`src/source/audio_settings.svh`:
```
`ifndef AUDIO_SETTINGS_SVH
`define AUDIO_SETTINGS_SVH

// Audio sample width, signed two's complement
`define AUDIO_SAMPLE_W 16

// Wishbone classic register bus
`define WB_ADR_W 2
`define WB_DAT_W 8

// Register map
`define REG_CTRL   0
`define REG_STATUS 1

// PLL lock-loss watchdog
`define LOCK_HOLD_CYCLES 256
`define LOCK_CNT_W       9

`endif

```
`src/source/audio_pkg.sv`:
```
`default_nettype none

`include "audio_settings.svh"

package audio_pkg;

    typedef logic signed [`AUDIO_SAMPLE_W-1:0] sample_t;

    // 0 high, 1 very high, 2 very low, 3 low
    typedef logic [1:0] fx_level_t;

    typedef logic [`WB_ADR_W-1:0] wb_adr_t;
    typedef logic [`WB_DAT_W-1:0] wb_dat_t;

    typedef struct packed {
        logic    cyc;
        logic    stb;
        logic    we;
        wb_adr_t adr;
        wb_dat_t dat;
    } wb_req_t;

    typedef struct packed {
        wb_dat_t dat;
        logic    ack;
    } wb_rsp_t;

    typedef struct packed {
        fx_level_t fx_level;
        logic      stereo;
        logic      mute;
    } audio_cfg_t;

    typedef struct packed {
        sample_t left;
        sample_t right;
    } stereo_t;

endpackage

`default_nettype wire

```
`src/source/audio_ctrl_regs.sv`:
```
`default_nettype none

`include "audio_settings.svh"

module audio_ctrl_regs (
    input  logic                  CLK_AUDIO,
    input  logic                  RESET,
    input  audio_pkg::wb_req_t    wb_req,
    output audio_pkg::wb_rsp_t    wb_rsp,
    input  logic                  pll_locked,
    input  logic                  hold,
    input  logic                  core_rst,
    output audio_pkg::audio_cfg_t cfg,
    output logic                  soft_rst
);

    import audio_pkg::*;

    localparam wb_adr_t CTRL_ADR   = `WB_ADR_W'(`REG_CTRL);
    localparam wb_adr_t STATUS_ADR = `WB_ADR_W'(`REG_STATUS);

    typedef enum logic {
        ST_IDLE,
        ST_ACK
    } bus_state_t;

    bus_state_t state;
    logic       bus_start;
    logic [4:0] ctrl_q;
    wb_dat_t    status;
    wb_dat_t    rd_dat;

    ////////////////////////////////////////////////////////////
    // Bus handshake
    ////////////////////////////////////////////////////////////

    // New cycle is only accepted from idle
    assign bus_start = wb_req.cyc & wb_req.stb & (state == ST_IDLE);

    always_ff @(posedge CLK_AUDIO or posedge RESET) begin
        if (RESET) begin
            state <= ST_IDLE;
        end else begin
            case (state)
                ST_IDLE: if (bus_start) state <= ST_ACK;
                default: state <= ST_IDLE;
            endcase
        end
    end

    ////////////////////////////////////////////////////////////
    // Registers
    ////////////////////////////////////////////////////////////

    // CTRL is written on the same edge that raises ack
    always_ff @(posedge CLK_AUDIO or posedge RESET) begin
        if (RESET) begin
            ctrl_q <= '0;
        end else if (bus_start && wb_req.we && wb_req.adr == CTRL_ADR) begin
            ctrl_q <= wb_req.dat[4:0];
        end
    end

    assign status = {5'b0, core_rst, hold, pll_locked};

    always_ff @(posedge CLK_AUDIO) begin
        if (bus_start) begin
            case (wb_req.adr)
                CTRL_ADR:   rd_dat <= {3'b0, ctrl_q};
                STATUS_ADR: rd_dat <= status;
                default:    rd_dat <= '0;
            endcase
        end
    end

    assign wb_rsp = '{dat: rd_dat, ack: (state == ST_ACK)};

    // Field split of CTRL
    assign soft_rst = ctrl_q[0];
    assign cfg      = '{fx_level: ctrl_q[2:1], stereo: ctrl_q[3], mute: ctrl_q[4]};

    ////////////////////////////////////////////////////////////
    // Checks
    ////////////////////////////////////////////////////////////

    a_single_ack: assert property (
        @(posedge CLK_AUDIO) disable iff (RESET)
        wb_rsp.ack |=> !wb_rsp.ack
    );

endmodule

`default_nettype wire

```
`src/source/pll_lock_watchdog.sv`:
```
`default_nettype none

`include "audio_settings.svh"

module pll_lock_watchdog (
    input  logic CLK_AUDIO,
    input  logic RESET,
    input  logic pll_locked,
    input  logic soft_rst,
    input  logic user_button,
    output logic hold,
    output logic core_rst
);

    localparam logic [`LOCK_CNT_W-1:0] HOLD_LAST = `LOCK_CNT_W'(`LOCK_HOLD_CYCLES - 1);

    logic                   last_locked;
    logic                   lock_lost;
    logic [`LOCK_CNT_W-1:0] hold_cnt;

    // Falling edge of lock between two samples
    assign lock_lost = last_locked & ~pll_locked;

    always_ff @(posedge CLK_AUDIO or posedge RESET) begin
        if (RESET) begin
            last_locked <= 1'b0;
        end else begin
            last_locked <= pll_locked;
        end
    end

    // Hold stretch, restarted by any new loss
    always_ff @(posedge CLK_AUDIO or posedge RESET) begin
        if (RESET) begin
            hold     <= 1'b0;
            hold_cnt <= '0;
        end else if (lock_lost) begin
            hold     <= 1'b1;
            hold_cnt <= HOLD_LAST;
        end else if (hold_cnt != '0) begin
            hold_cnt <= hold_cnt - 1'b1;
        end else begin
            hold <= 1'b0;
        end
    end

    // Combined core reset, held high through board reset
    always_ff @(posedge CLK_AUDIO or posedge RESET) begin
        if (RESET) begin
            core_rst <= 1'b1;
        end else begin
            core_rst <= hold | ~pll_locked | soft_rst | user_button;
        end
    end

    a_hold_len: assert property (
        @(posedge CLK_AUDIO) disable iff (RESET)
        lock_lost ##1 (!lock_lost)[*`LOCK_HOLD_CYCLES] |=> !hold
    );

    a_hold_rst: assert property (
        @(posedge CLK_AUDIO) disable iff (RESET)
        hold |=> core_rst
    );

endmodule

`default_nettype wire

```
`src/source/audio_sync.sv`:
```
`default_nettype none

module audio_sync (
    input  logic               CLK_AUDIO,
    input  logic               RESET,
    input  audio_pkg::sample_t snd_left,
    input  audio_pkg::sample_t snd_right,
    input  logic               stereo,
    output audio_pkg::stereo_t samples
);

    import audio_pkg::*;

    stereo_t stage1;
    stereo_t stage2;

    ////////////////////////////////////////////////////////////
    // Capture from the game clock domain
    ////////////////////////////////////////////////////////////

    always_ff @(posedge CLK_AUDIO or posedge RESET) begin
        if (RESET) begin
            stage1 <= '0;
            stage2 <= '0;
        end else begin
            stage1 <= '{left: snd_left, right: snd_right};
            stage2 <= stage1;
        end
    end

    // Mono games only drive the left channel
    always_comb begin
        samples = stage2;
        if (!stereo) begin
            samples.right = stage2.left;
        end
    end

endmodule

`default_nettype wire

```
`src/source/audio_level.sv`:
```
`default_nettype none

`include "audio_settings.svh"

module audio_level (
    input  logic                 CLK_AUDIO,
    input  logic                 RESET,
    input  audio_pkg::stereo_t   samples,
    input  audio_pkg::fx_level_t fx_level,
    input  logic                 mute,
    output audio_pkg::sample_t   audio_l,
    output audio_pkg::sample_t   audio_r
);

    import audio_pkg::*;

    localparam fx_level_t FX_HIGH      = 2'd0;
    localparam fx_level_t FX_VERY_HIGH = 2'd1;
    localparam fx_level_t FX_VERY_LOW  = 2'd2;
    localparam fx_level_t FX_LOW       = 2'd3;

    localparam sample_t SAMPLE_MAX = {1'b0, {(`AUDIO_SAMPLE_W-1){1'b1}}};
    localparam sample_t SAMPLE_MIN = {1'b1, {(`AUDIO_SAMPLE_W-1){1'b0}}};

    sample_t scaled_l;
    sample_t scaled_r;

    // Gain per volume code
    function automatic sample_t scale(input sample_t s, input fx_level_t lvl);
        logic over;
        over = s[`AUDIO_SAMPLE_W-1] ^ s[`AUDIO_SAMPLE_W-2];
        case (lvl)
            FX_VERY_HIGH: begin
                // Doubling overflows when the two top bits differ
                if (over) begin
                    scale = s[`AUDIO_SAMPLE_W-1] ? SAMPLE_MIN : SAMPLE_MAX;
                end else begin
                    scale = s <<< 1;
                end
            end
            FX_VERY_LOW: scale = s >>> 2;
            FX_LOW:      scale = s >>> 1;
            FX_HIGH:     scale = s;
        endcase
    endfunction

    assign scaled_l = mute ? '0 : scale(samples.left, fx_level);
    assign scaled_r = mute ? '0 : scale(samples.right, fx_level);

    ////////////////////////////////////////////////////////////
    // Output registers
    ////////////////////////////////////////////////////////////

    always_ff @(posedge CLK_AUDIO or posedge RESET) begin
        if (RESET) begin
            audio_l <= '0;
            audio_r <= '0;
        end else begin
            audio_l <= scaled_l;
            audio_r <= scaled_r;
        end
    end

endmodule

`default_nettype wire

```
`src/source/audio_top.sv`:
```
`default_nettype none

module audio_top (
    input  logic               CLK_AUDIO,
    input  logic               RESET,
    input  logic               pll_locked,
    input  logic               user_button,
    input  audio_pkg::wb_req_t wb_req,
    output audio_pkg::wb_rsp_t wb_rsp,
    input  audio_pkg::sample_t snd_left,
    input  audio_pkg::sample_t snd_right,
    output audio_pkg::sample_t audio_l,
    output audio_pkg::sample_t audio_r,
    output logic               core_rst
);

    import audio_pkg::*;

    audio_cfg_t cfg;
    logic       soft_rst;
    logic       hold;
    stereo_t    samples;

    // Control and status registers
    audio_ctrl_regs i_ctrl_regs (
        .CLK_AUDIO  (CLK_AUDIO),
        .RESET      (RESET),
        .wb_req     (wb_req),
        .wb_rsp     (wb_rsp),
        .pll_locked (pll_locked),
        .hold       (hold),
        .core_rst   (core_rst),
        .cfg        (cfg),
        .soft_rst   (soft_rst)
    );

    pll_lock_watchdog i_watchdog (
        .CLK_AUDIO   (CLK_AUDIO),
        .RESET       (RESET),
        .pll_locked  (pll_locked),
        .soft_rst    (soft_rst),
        .user_button (user_button),
        .hold        (hold),
        .core_rst    (core_rst)
    );

    ////////////////////////////////////////////////////////////
    // Sample path
    ////////////////////////////////////////////////////////////

    audio_sync i_sync (
        .CLK_AUDIO (CLK_AUDIO),
        .RESET     (RESET),
        .snd_left  (snd_left),
        .snd_right (snd_right),
        .stereo    (cfg.stereo),
        .samples   (samples)
    );

    audio_level i_level (
        .CLK_AUDIO (CLK_AUDIO),
        .RESET     (RESET),
        .samples   (samples),
        .fx_level  (cfg.fx_level),
        .mute      (cfg.mute),
        .audio_l   (audio_l),
        .audio_r   (audio_r)
    );

endmodule

`default_nettype wire

```
`config.mk`:
```
export PLATFORM = sky130hd
export DESIGN_NAME = audio_top
export DESIGN_NICKNAME = d
export VERILOG_FILES = /design/src/source/audio_pkg.sv /design/src/source/audio_ctrl_regs.sv /design/src/source/pll_lock_watchdog.sv /design/src/source/audio_sync.sv /design/src/source/audio_level.sv /design/src/source/audio_top.sv
export VERILOG_INCLUDE_DIRS = /design/src /design/src/source
export SDC_FILE = /design/constraint.sdc
export NUM_CORES = 1
export LEC_CHECK = 0
export BUFFER_PORTS_ARGS = -buffer_cell sky130_fd_sc_hd__buf_4
export CORE_MARGIN = 1.5
export CORE_UTILIZATION = 49
export DETAILED_ROUTE_END_ITERATION = 16
export PLACE_DENSITY_LB_ADDON = 0.3
export SETUP_SLACK_MARGIN = 0.4
export SLEW_MARGIN = 20
export SYNTH_ARGS = -nofsm -noshare
export SYNTH_HDL_FRONTEND = slang
export SYNTH_SLANG_ARGS = --single-unit
export TNS_END_PERCENT = 10
```
`constraint.sdc`:
```
create_clock -name CLK_AUDIO -period 3.2 [get_ports CLK_AUDIO]
set_clock_uncertainty 0.2 [all_clocks]
set_input_delay 0.32 -clock CLK_AUDIO [delete_from_list [all_inputs] [get_ports CLK_AUDIO]]
set_output_delay 0.32 -clock CLK_AUDIO [all_outputs]
set_load 0.03 [all_outputs]
```
==> results of run 1 <==
==> sequential cells by signal (all words and copies together) (netlist names) <==
register / cells
i_sync.stage1: 32
i_level.audio_l: 16
i_level.audio_r: 16
i_sync.samples: 16
i_sync.stage2: 16
i_watchdog.hold_cnt: 9
i_ctrl_regs.ctrl_q: 5
i_ctrl_regs.rd_dat: 5
i_ctrl_regs.state: 1
i_watchdog.core_rst: 1
i_watchdog.hold: 1
i_watchdog.last_locked: 1
==> cell families after synthesis <==
group,Yosys count,share of synthesized area [%]
compound gates,75,10.9
fa+ha+maj,5,1.33
buf+inv,37,3.49
flops,119,64.0
mux,39,9.39
other cells,1,0.0799
simple gates,94,10.7
==> cell usage after synthesis <==
master     instances
dfrtp_1          113
a211oi_1          30
mux2_2            30
nor2_1            25
clkbuf_1          16
nand2_1           16
nor3_1            15
o21ai_0           13
o22ai_1           13
nand3b_1          10
inv_1              9
buf_2              8
mux2i_1            8
edfxtp_1           5
ha_1               5
o31ai_1            5
a2111oi_0          4
buf_4              4
or4_1              4
a21oi_1            3
nand2b_1           3
nor2b_1            3
nor4b_1            3
o211ai_1           3
and2_1             2
and3b_1            2
nand3_1            2
nor4_1             2
or3_1              2
a211o_1            1
a311oi_1           1
and3_1             1
conb_1             1
dfstp_2            1
mux4_2             1
o21ai_1            1
o311ai_0           1
or2_2              1
or3b_1             1
or4b_1             1
or4b_2             1
==> metal layers <==
layer	track usage, %	wire length, µm	vias up
met5	0	0	-
met4	8.34	210	0
met3	6.66	474	19
met2	32.3	4890	115
met1	27.8	4480	1617
li1	-	-	1598
==> worst paths after layout <==
check / start / endpoint / slack, ns
min: wb_req[11] / i_ctrl_regs.rd_dat[2]$_DFFE_PN_ / 0.14
min in group asynchronous: RESET / i_sync.stage1[22]$_DFF_PP0_ / 0.30
max reg2reg: i_ctrl_regs.ctrl_q[3]$_DFFE_PP0P_ / i_level.audio_r[5]$_DFF_PP0_ / 0.73
max: i_ctrl_regs.ctrl_q[3]$_DFFE_PP0P_ / i_level.audio_r[5]$_DFF_PP0_ / 0.73
min reg2reg: i_sync.stage1[16]$_DFF_PP0_ / i_sync.samples[16]$_DFF_PP0_ / 0.15
max in group asynchronous: RESET / i_sync.samples[17]$_DFF_PP0_ / 2.01
==> critical path, delay by kind of cell, from the launching register on <==
kind            cells  cell delay (ns)
mux                 1             0.41
simple gates        2             0.42
flops               1             0.48
fa+ha+maj           1             0.29
compound gates      1             0.32
buf+inv             1             0.24
==> stage by stage <==
stage | instance area, µm² | util, % | setup WS, ns | hold slack, ns | total power, µW
floorplan | 4700 | - | 1.00 | 0.131 | 2740
global placement | 5430 | 58.8 | 0.843 | 0.135 | 3160
detailed placement | 5430 | 58.8 | 0.754 | 0.135 | 3190
CTS | 6450 | 69.8 | 0.733 | 0.132 | 5040
global route | 6450 | 69.8 | 0.594 | 0.158 | 5250
finish | 6450 | 69.8 | 0.728 | 0.136 | 5020
==> area by class of cell <==
cell class              instances  area [µm²]  area share [%]
clock buffers                  17         414            6.42
clock inverters                15         155            2.41
inverters                       9        37.5           0.582
multi-input cells             216        1530            23.7
flip-flops and latches        119        3000            46.6
well taps                     129         161            2.50
repair buffers                136        1150            17.8
==> power groups by stage <==
| stage | sequential (µW) | clock, µW | combinational, µW |
|---|---|---|---|
| 2_1_floorplan | 2160 | 0 | 581 |
| 3_3_place_gp | 1910 | 0 | 1250 |
| 3_5_place_dp | 1920 | 0 | 1280 |
| 4_1_cts | 1890 | 1820 | 1330 |
| 5_1_grt | 1910 | 1910 | 1430 |
| 6_report | 1890 | 1790 | 1330 |
==> reports/qor.yml, run 1 <==
worst_setup_path:
  max_stage_delay_ns: 0.48
  crit_fanout: 9
  cp_slowest_cell: "dfrtp_1"
  r2r_cells: 6
  cp.arrival_ns: 2.66
  path_class: "register to register"
  critPathCaptureType: "register"
  setup.worst_path.start_class: "register"
  required_ns: 3.39
  crit_chain: "mux2_2 > ha_1 > nor2b_1 > buf_4 > nand2_1 > a211oi_1"
synth:
  syn-cell-area_um2: 4690
  synth_top_area_share_pct: 60.3
  synthDistinctLibCells: 41
  ys_warn_count: 0
  synthCells: 370
  synth_top_area_cell: "dfrtp_1"
  ys_seq_elements: 119
  synth_seq_area_share_pct: 64.0
  syn_area_per_cell_um2: 12.7
  yosys-top-cells-area: "dfrtp_1 60%, mux2_2 7.2%, a211oi_1 4.8%, edfxtp_1 3.2%, nor2_1 2.0%"
clock_tree:
  cts_setup_buffers: 0
  cts_made_buffers: 17
  cts.sinks: 119
  cts_resized: 0
  clkTransAtPathRegs_ns: 0.06
  htree_levels: 4
  cts_tree: "done"
  cts_buffer_depth: 2
  cts_root_buf: "clkbuf_8"
  cts_hold_buf: 45
  clock_latency_ns: 0.51
power:
  switching_share_pct: 33.3
  cellLeakagePower_uw: 0.00280
  pwr-share-comb_pct: 26.5
  p_seq_share_pct: 37.7
  p_clk_share_pct: 35.8
  p_per_area_nw_per_um2: 778
  p_int_uw: 3350
  p_switching_uw: 1670
  peakVddDrop_uv: 660
global_route:
  grt_usage_pct: 21.0
  grt-ovfl-total: 0
  grt_max_degree: 115
  antenna_found_initial: 0
  grt_pass1_vias: 3303
  grt_pass1_wl_mm: 16.1
worst_hold_path:
  hold_depth: 2
  hold_class: "input pin to register"
sta:
  relSlewSlack_pct: 50.9
  post-route-min-period_ns: 2.47
  tightest_slew_ns: 0.730
  finalHoldViolCount: 0
  fmax_mhz: 404
  rsz0062_at_grt: "no"
  fin_crit_sh_pct: 77.3
  finalMaxSlewViolations: 0
  setup-tns-final_ns: 0
  setup_violations: 0
routing:
  wire_per_inst_um: 15.7
  ant_nets: 0
  drt_wl_total_mm: 10.1
  vias: 3349
  drtIter0Drc: 238
  vias_per_cell: 5.22
  remaining_drc_errors: 0
  drtPass1Iterations: 5
cells_and_area:
  instances_no_fill: 641
  mostFrequentLayoutCell: "dfrtp_1"
  nets: 553
  syn2layout_area_growth_pct: 37.5
  final_cell_mix: "113 x dfrtp_1, 90 x buf_4, 45 x dlygate4sd3_1, 30 x a211oi_1, 30 x mux2_2"
  n_antenna_cell: 0
  n_fill_cell: 614
  drive_above_1_share_pct: 30.9
floorplan:
  rows: 35
  io_pins: 91
  core_area_um2: 9240
  initial_utilization_pct: 50.8
  die_h_um: 101
  dieArea_um2: 10200
  fp.dieW_um: 101
placement:
  hpwl_mm: 6.16
  dpl.cell_count: 564
  routabilityCongestion: 0.823
  io_buffer_count: 84
flow_run:
  cap_violations: 0
outcome:
  status: "completed"
No activity file was read; power rests on OpenSTA's default activity.
==> run 2, diff against run 1 <==
CORE_UTILIZATION = 55   (was 49)
clock period = 2.3 ns   (was 3.2 ns; I/O delays follow)
==> run 2 against run 1 <==
Worst setup slack got worse by 0.46 ns. First-iteration DRC count increased by 47%. Hold slack got worse by 0.094 ns. Non-clock buffer count increased by 11. Via count increased by 12%. Fmax increased by 22%. Largest cell class unchanged. Power increased by 48%. Combinational power increased by 62%. Design area increased by 3.9%. Clock power increased by 46%.
==> reports/qor.yml, run 2 (synthesis results as in run 1) <==
routing:
  vias_per_cell: 5.94  # was 5.22
  drt_wl_total_mm: 12.2  # was 10.1 mm
  drtPass1Iterations: 8  # was 5
  vias: 3737  # was 3349
  ant_nets: 0  # unchanged
  drtIter0Drc: 349  # was 238
  wire_per_inst_um: 19.4  # was 15.7 µm
  remaining_drc_errors: 0  # unchanged
clock_tree:
  cts_made_buffers: 17  # unchanged
  cts_tree: "done"  # unchanged
  htree_levels: 4  # unchanged
  cts_root_buf: "clkbuf_8"  # unchanged
  cts.sinks: 119  # unchanged
  clkTransAtPathRegs_ns: 0.06  # about the same
  cts_buffer_depth: 2  # unchanged
  clock_latency_ns: 0.52  # was 0.51 ns
power:
  p_seq_share_pct: 35.9  # was 37.7%
  p_clk_share_pct: 35.1  # was 35.8%
  switching_share_pct: 33.6  # was 33.3%
  peakVddDrop_uv: 675  # was 660 µV
  pwr-share-comb_pct: 29.0  # was 26.5%
  p_per_area_nw_per_um2: 1110  # was 778 nW/µm²
  p_switching_uw: 2500  # was 1670 µW
  cellLeakagePower_uw: 0.00289  # was 0.00280 µW
  p_int_uw: 4940  # was 3350 µW
global_route:
  grt_max_degree: 115  # unchanged
  grt_pass1_vias: 3840  # was 3303
  antenna_found_initial: 0  # unchanged
  grt_usage_pct: 29.5  # was 21.0%
  grt_pass1_wl_mm: 19.4  # was 16.1 mm
  grt-ovfl-total: 0  # unchanged
worst_setup_path:
  r2r_start: "i_ctrl_regs.ctrl_q[3]$_DFFE_PP0P_"  # unchanged
  required_ns: 2.51  # was 3.39 ns
  timing.rr.end: "i_level.audio_r[11]$_DFF_PP0_"  # was i_level.audio_r[5]$_DFF_PP0_
  cp.arrival_ns: 2.24  # was 2.66 ns
  setup.worst_path.start_class: "register"  # unchanged
  path_class: "register to register"  # unchanged
  r2r_cells: 7  # was 6
  startpoint: "i_ctrl_regs.ctrl_q[3]$_DFFE_PP0P_"  # unchanged
  crit_fanout: 6  # was 9
  r2r_setup_slack_ns: 0.27  # was 0.73 ns
  critPathCaptureType: "register"  # unchanged
cells_and_area:
  final_cell_mix: "110 x dfrtp_1, 97 x buf_4, 45 x dlygate4sd3_1, 29 x mux2_2"  # was 113 x dfrtp_1, 90 x buf_4, 45 x dlygate4sd3_1, 30 x a211oi_1, 30 x mux2_2
  syn2layout_area_growth_pct: 42.9  # was 37.5%
  nets: 564  # was 553
  multi_input_area_um2: 1670  # was 1530 µm²
  largest_reg_flops: 32  # unchanged
  top_register: "i_sync.stage1"  # unchanged
  seqCellArea_um2: 3010  # was 3000 µm²
  mostFrequentLayoutCell: "dfrtp_1"  # unchanged
  drive_above_1_share_pct: 36.7  # was 30.9%
  n_fill_cell: 442  # was 614
placement:
  routabilityCongestion: 0.814  # was 0.823
  hpwl_mm: 6.33  # was 6.16 mm
  place_ws_ns: 0.198  # was 0.754 ns
  io_buffer_count: 84  # unchanged
sta:
  finalHoldViolCount: 0  # unchanged
  rsz0062_at_grt: "yes"  # was no
  worst_slack_ns: 0.271  # was 0.728 ns
  finalMaxSlewViolations: 0  # unchanged
  fmax_mhz: 493  # was 404 MHz
  post-route-min-period_ns: 2.03  # was 2.47 ns
  setup_violations: 0  # unchanged
  fin_crit_sh_pct: 88.2  # was 77.3%
  relSlewSlack_pct: 53.5  # was 50.9%
  tightest_slew_ns: 0.697  # was 0.730 ns
  setup-tns-final_ns: 0  # unchanged
floorplan:
  die_h_um: 95.4  # was 101 µm
  io_pins: 91  # unchanged
  rows: 33  # was 35
  initial_utilization_pct: 56.8  # was 50.8%
  fp.dieW_um: 95.4  # was 101 µm
  dieArea_um2: 9090  # was 10200 µm²
  core_area_um2: 8260  # was 9240 µm²
worst_hold_path:
  hold_end: "i_ctrl_regs.rd_dat[1]$_DFFE_PN_"  # was i_ctrl_regs.rd_dat[2]$_DFFE_PN_
  hold_depth: 2  # unchanged
  hold_class: "input pin to register"  # unchanged
  min-delay-start: "wb_req[11]"  # unchanged
flow_run:
  cap_violations: 0  # unchanged
outcome:
  status: "completed"  # unchanged
==> run 2: cell count changes in the layout (fill, tap and decap cells not counted), sizes merged <==
cell,previous run,this run
buf,91,102
bufinv,1,2
clkbuf,17,18
clkinv,3,4
clkinvlp,2,3
diode,0,1
inv,18,14
==> run 2: timing repair <==
item / 4_1_cts / 5_1_grt
setup buffers: 4 / 1
pin swaps: 4 / 0
hold buffers: 45 / 0
gates resized for setup: 34 / 6
cloned: 1 / 0
setup endpoints to repair: 30 / 35
endpoints found under the hold margin: 161 / 0
==> run 2: layer usage <==
layer	vias to the layer above	wire length, µm	track usage [%]
met3	60	919	8.53
li1	1625	-	-
met2	247	6280	47.5
met1	1805	4420	35.0
met4	0	561	17.9
met5	-	0	0
==> run 2: worst max path at each step <==
stage | end | slack [ns]
2_1_floorplan | i_level.audio_r[10]$_DFF_PP0_ | 0.1
3_3_place_gp | i_level.audio_r[7]$_DFF_PP0_ | 0.25
3_5_place_dp | i_level.audio_r[7]$_DFF_PP0_ | 0.20
4_1_cts | i_level.audio_l[13]$_DFF_PP0_ | 0.33
5_1_grt | i_level.audio_r[13]$_DFF_PP0_ | 0.20
6_report | i_level.audio_r[11]$_DFF_PP0_ | 0.27
==> run 2: power by group through the flow <==
stage	Sequential, µW	Clock [µW]	Combinational (µW)
2_1_floorplan	3000	0	808
3_3_place_gp	2660	0	1770
3_5_place_dp	2670	0	1810
4_1_cts	2650	2630	2070
5_1_grt	2690	2750	2290
6_report	2670	2610	2160
==> run 2: cell type report <==
| cell class | count | area share [%] |
|---|---|---|
| timing repair buffer | 147 | 18.8 |
| tap | 105 | 1.96 |
| inverter | 9 | 0.560 |
| multi-input combinational | 216 | 24.9 |
| antenna | 1 | 0.0373 |
| clock inverter | 14 | 2.45 |
| clock buffer | 18 | 6.38 |
| sequential | 119 | 44.9 |
==> run 2: critical path, cell delays in order (launching register included) <==
cell and delay, ns:
dfrtp_2 0.45, buf_12 0.14, mux2i_4 0.19, ha_4 0.28
nor2b_4 0.19, buf_6 0.15, nand2_1 0.06, a211oi_1 0.27
==> run 2: stage by stage <==
stage / hold WS, ns / cells / cell area, µm² / power [µW] / util, %
floorplan: 0.0614 / 372 / 4700 / 3810 / -
global placement: 0.134 / 545 / 5450 / 4430 / 66.0
detailed placement: 0.135 / 545 / 5450 / 4470 / 66.0
CTS: 0.0263 / 627 / 6670 / 7350 / 80.8
global route: 0.0266 / 628 / 6700 / 7730 / 81.1
finish: 0.0416 / 629 / 6700 / 7440 / 81.2
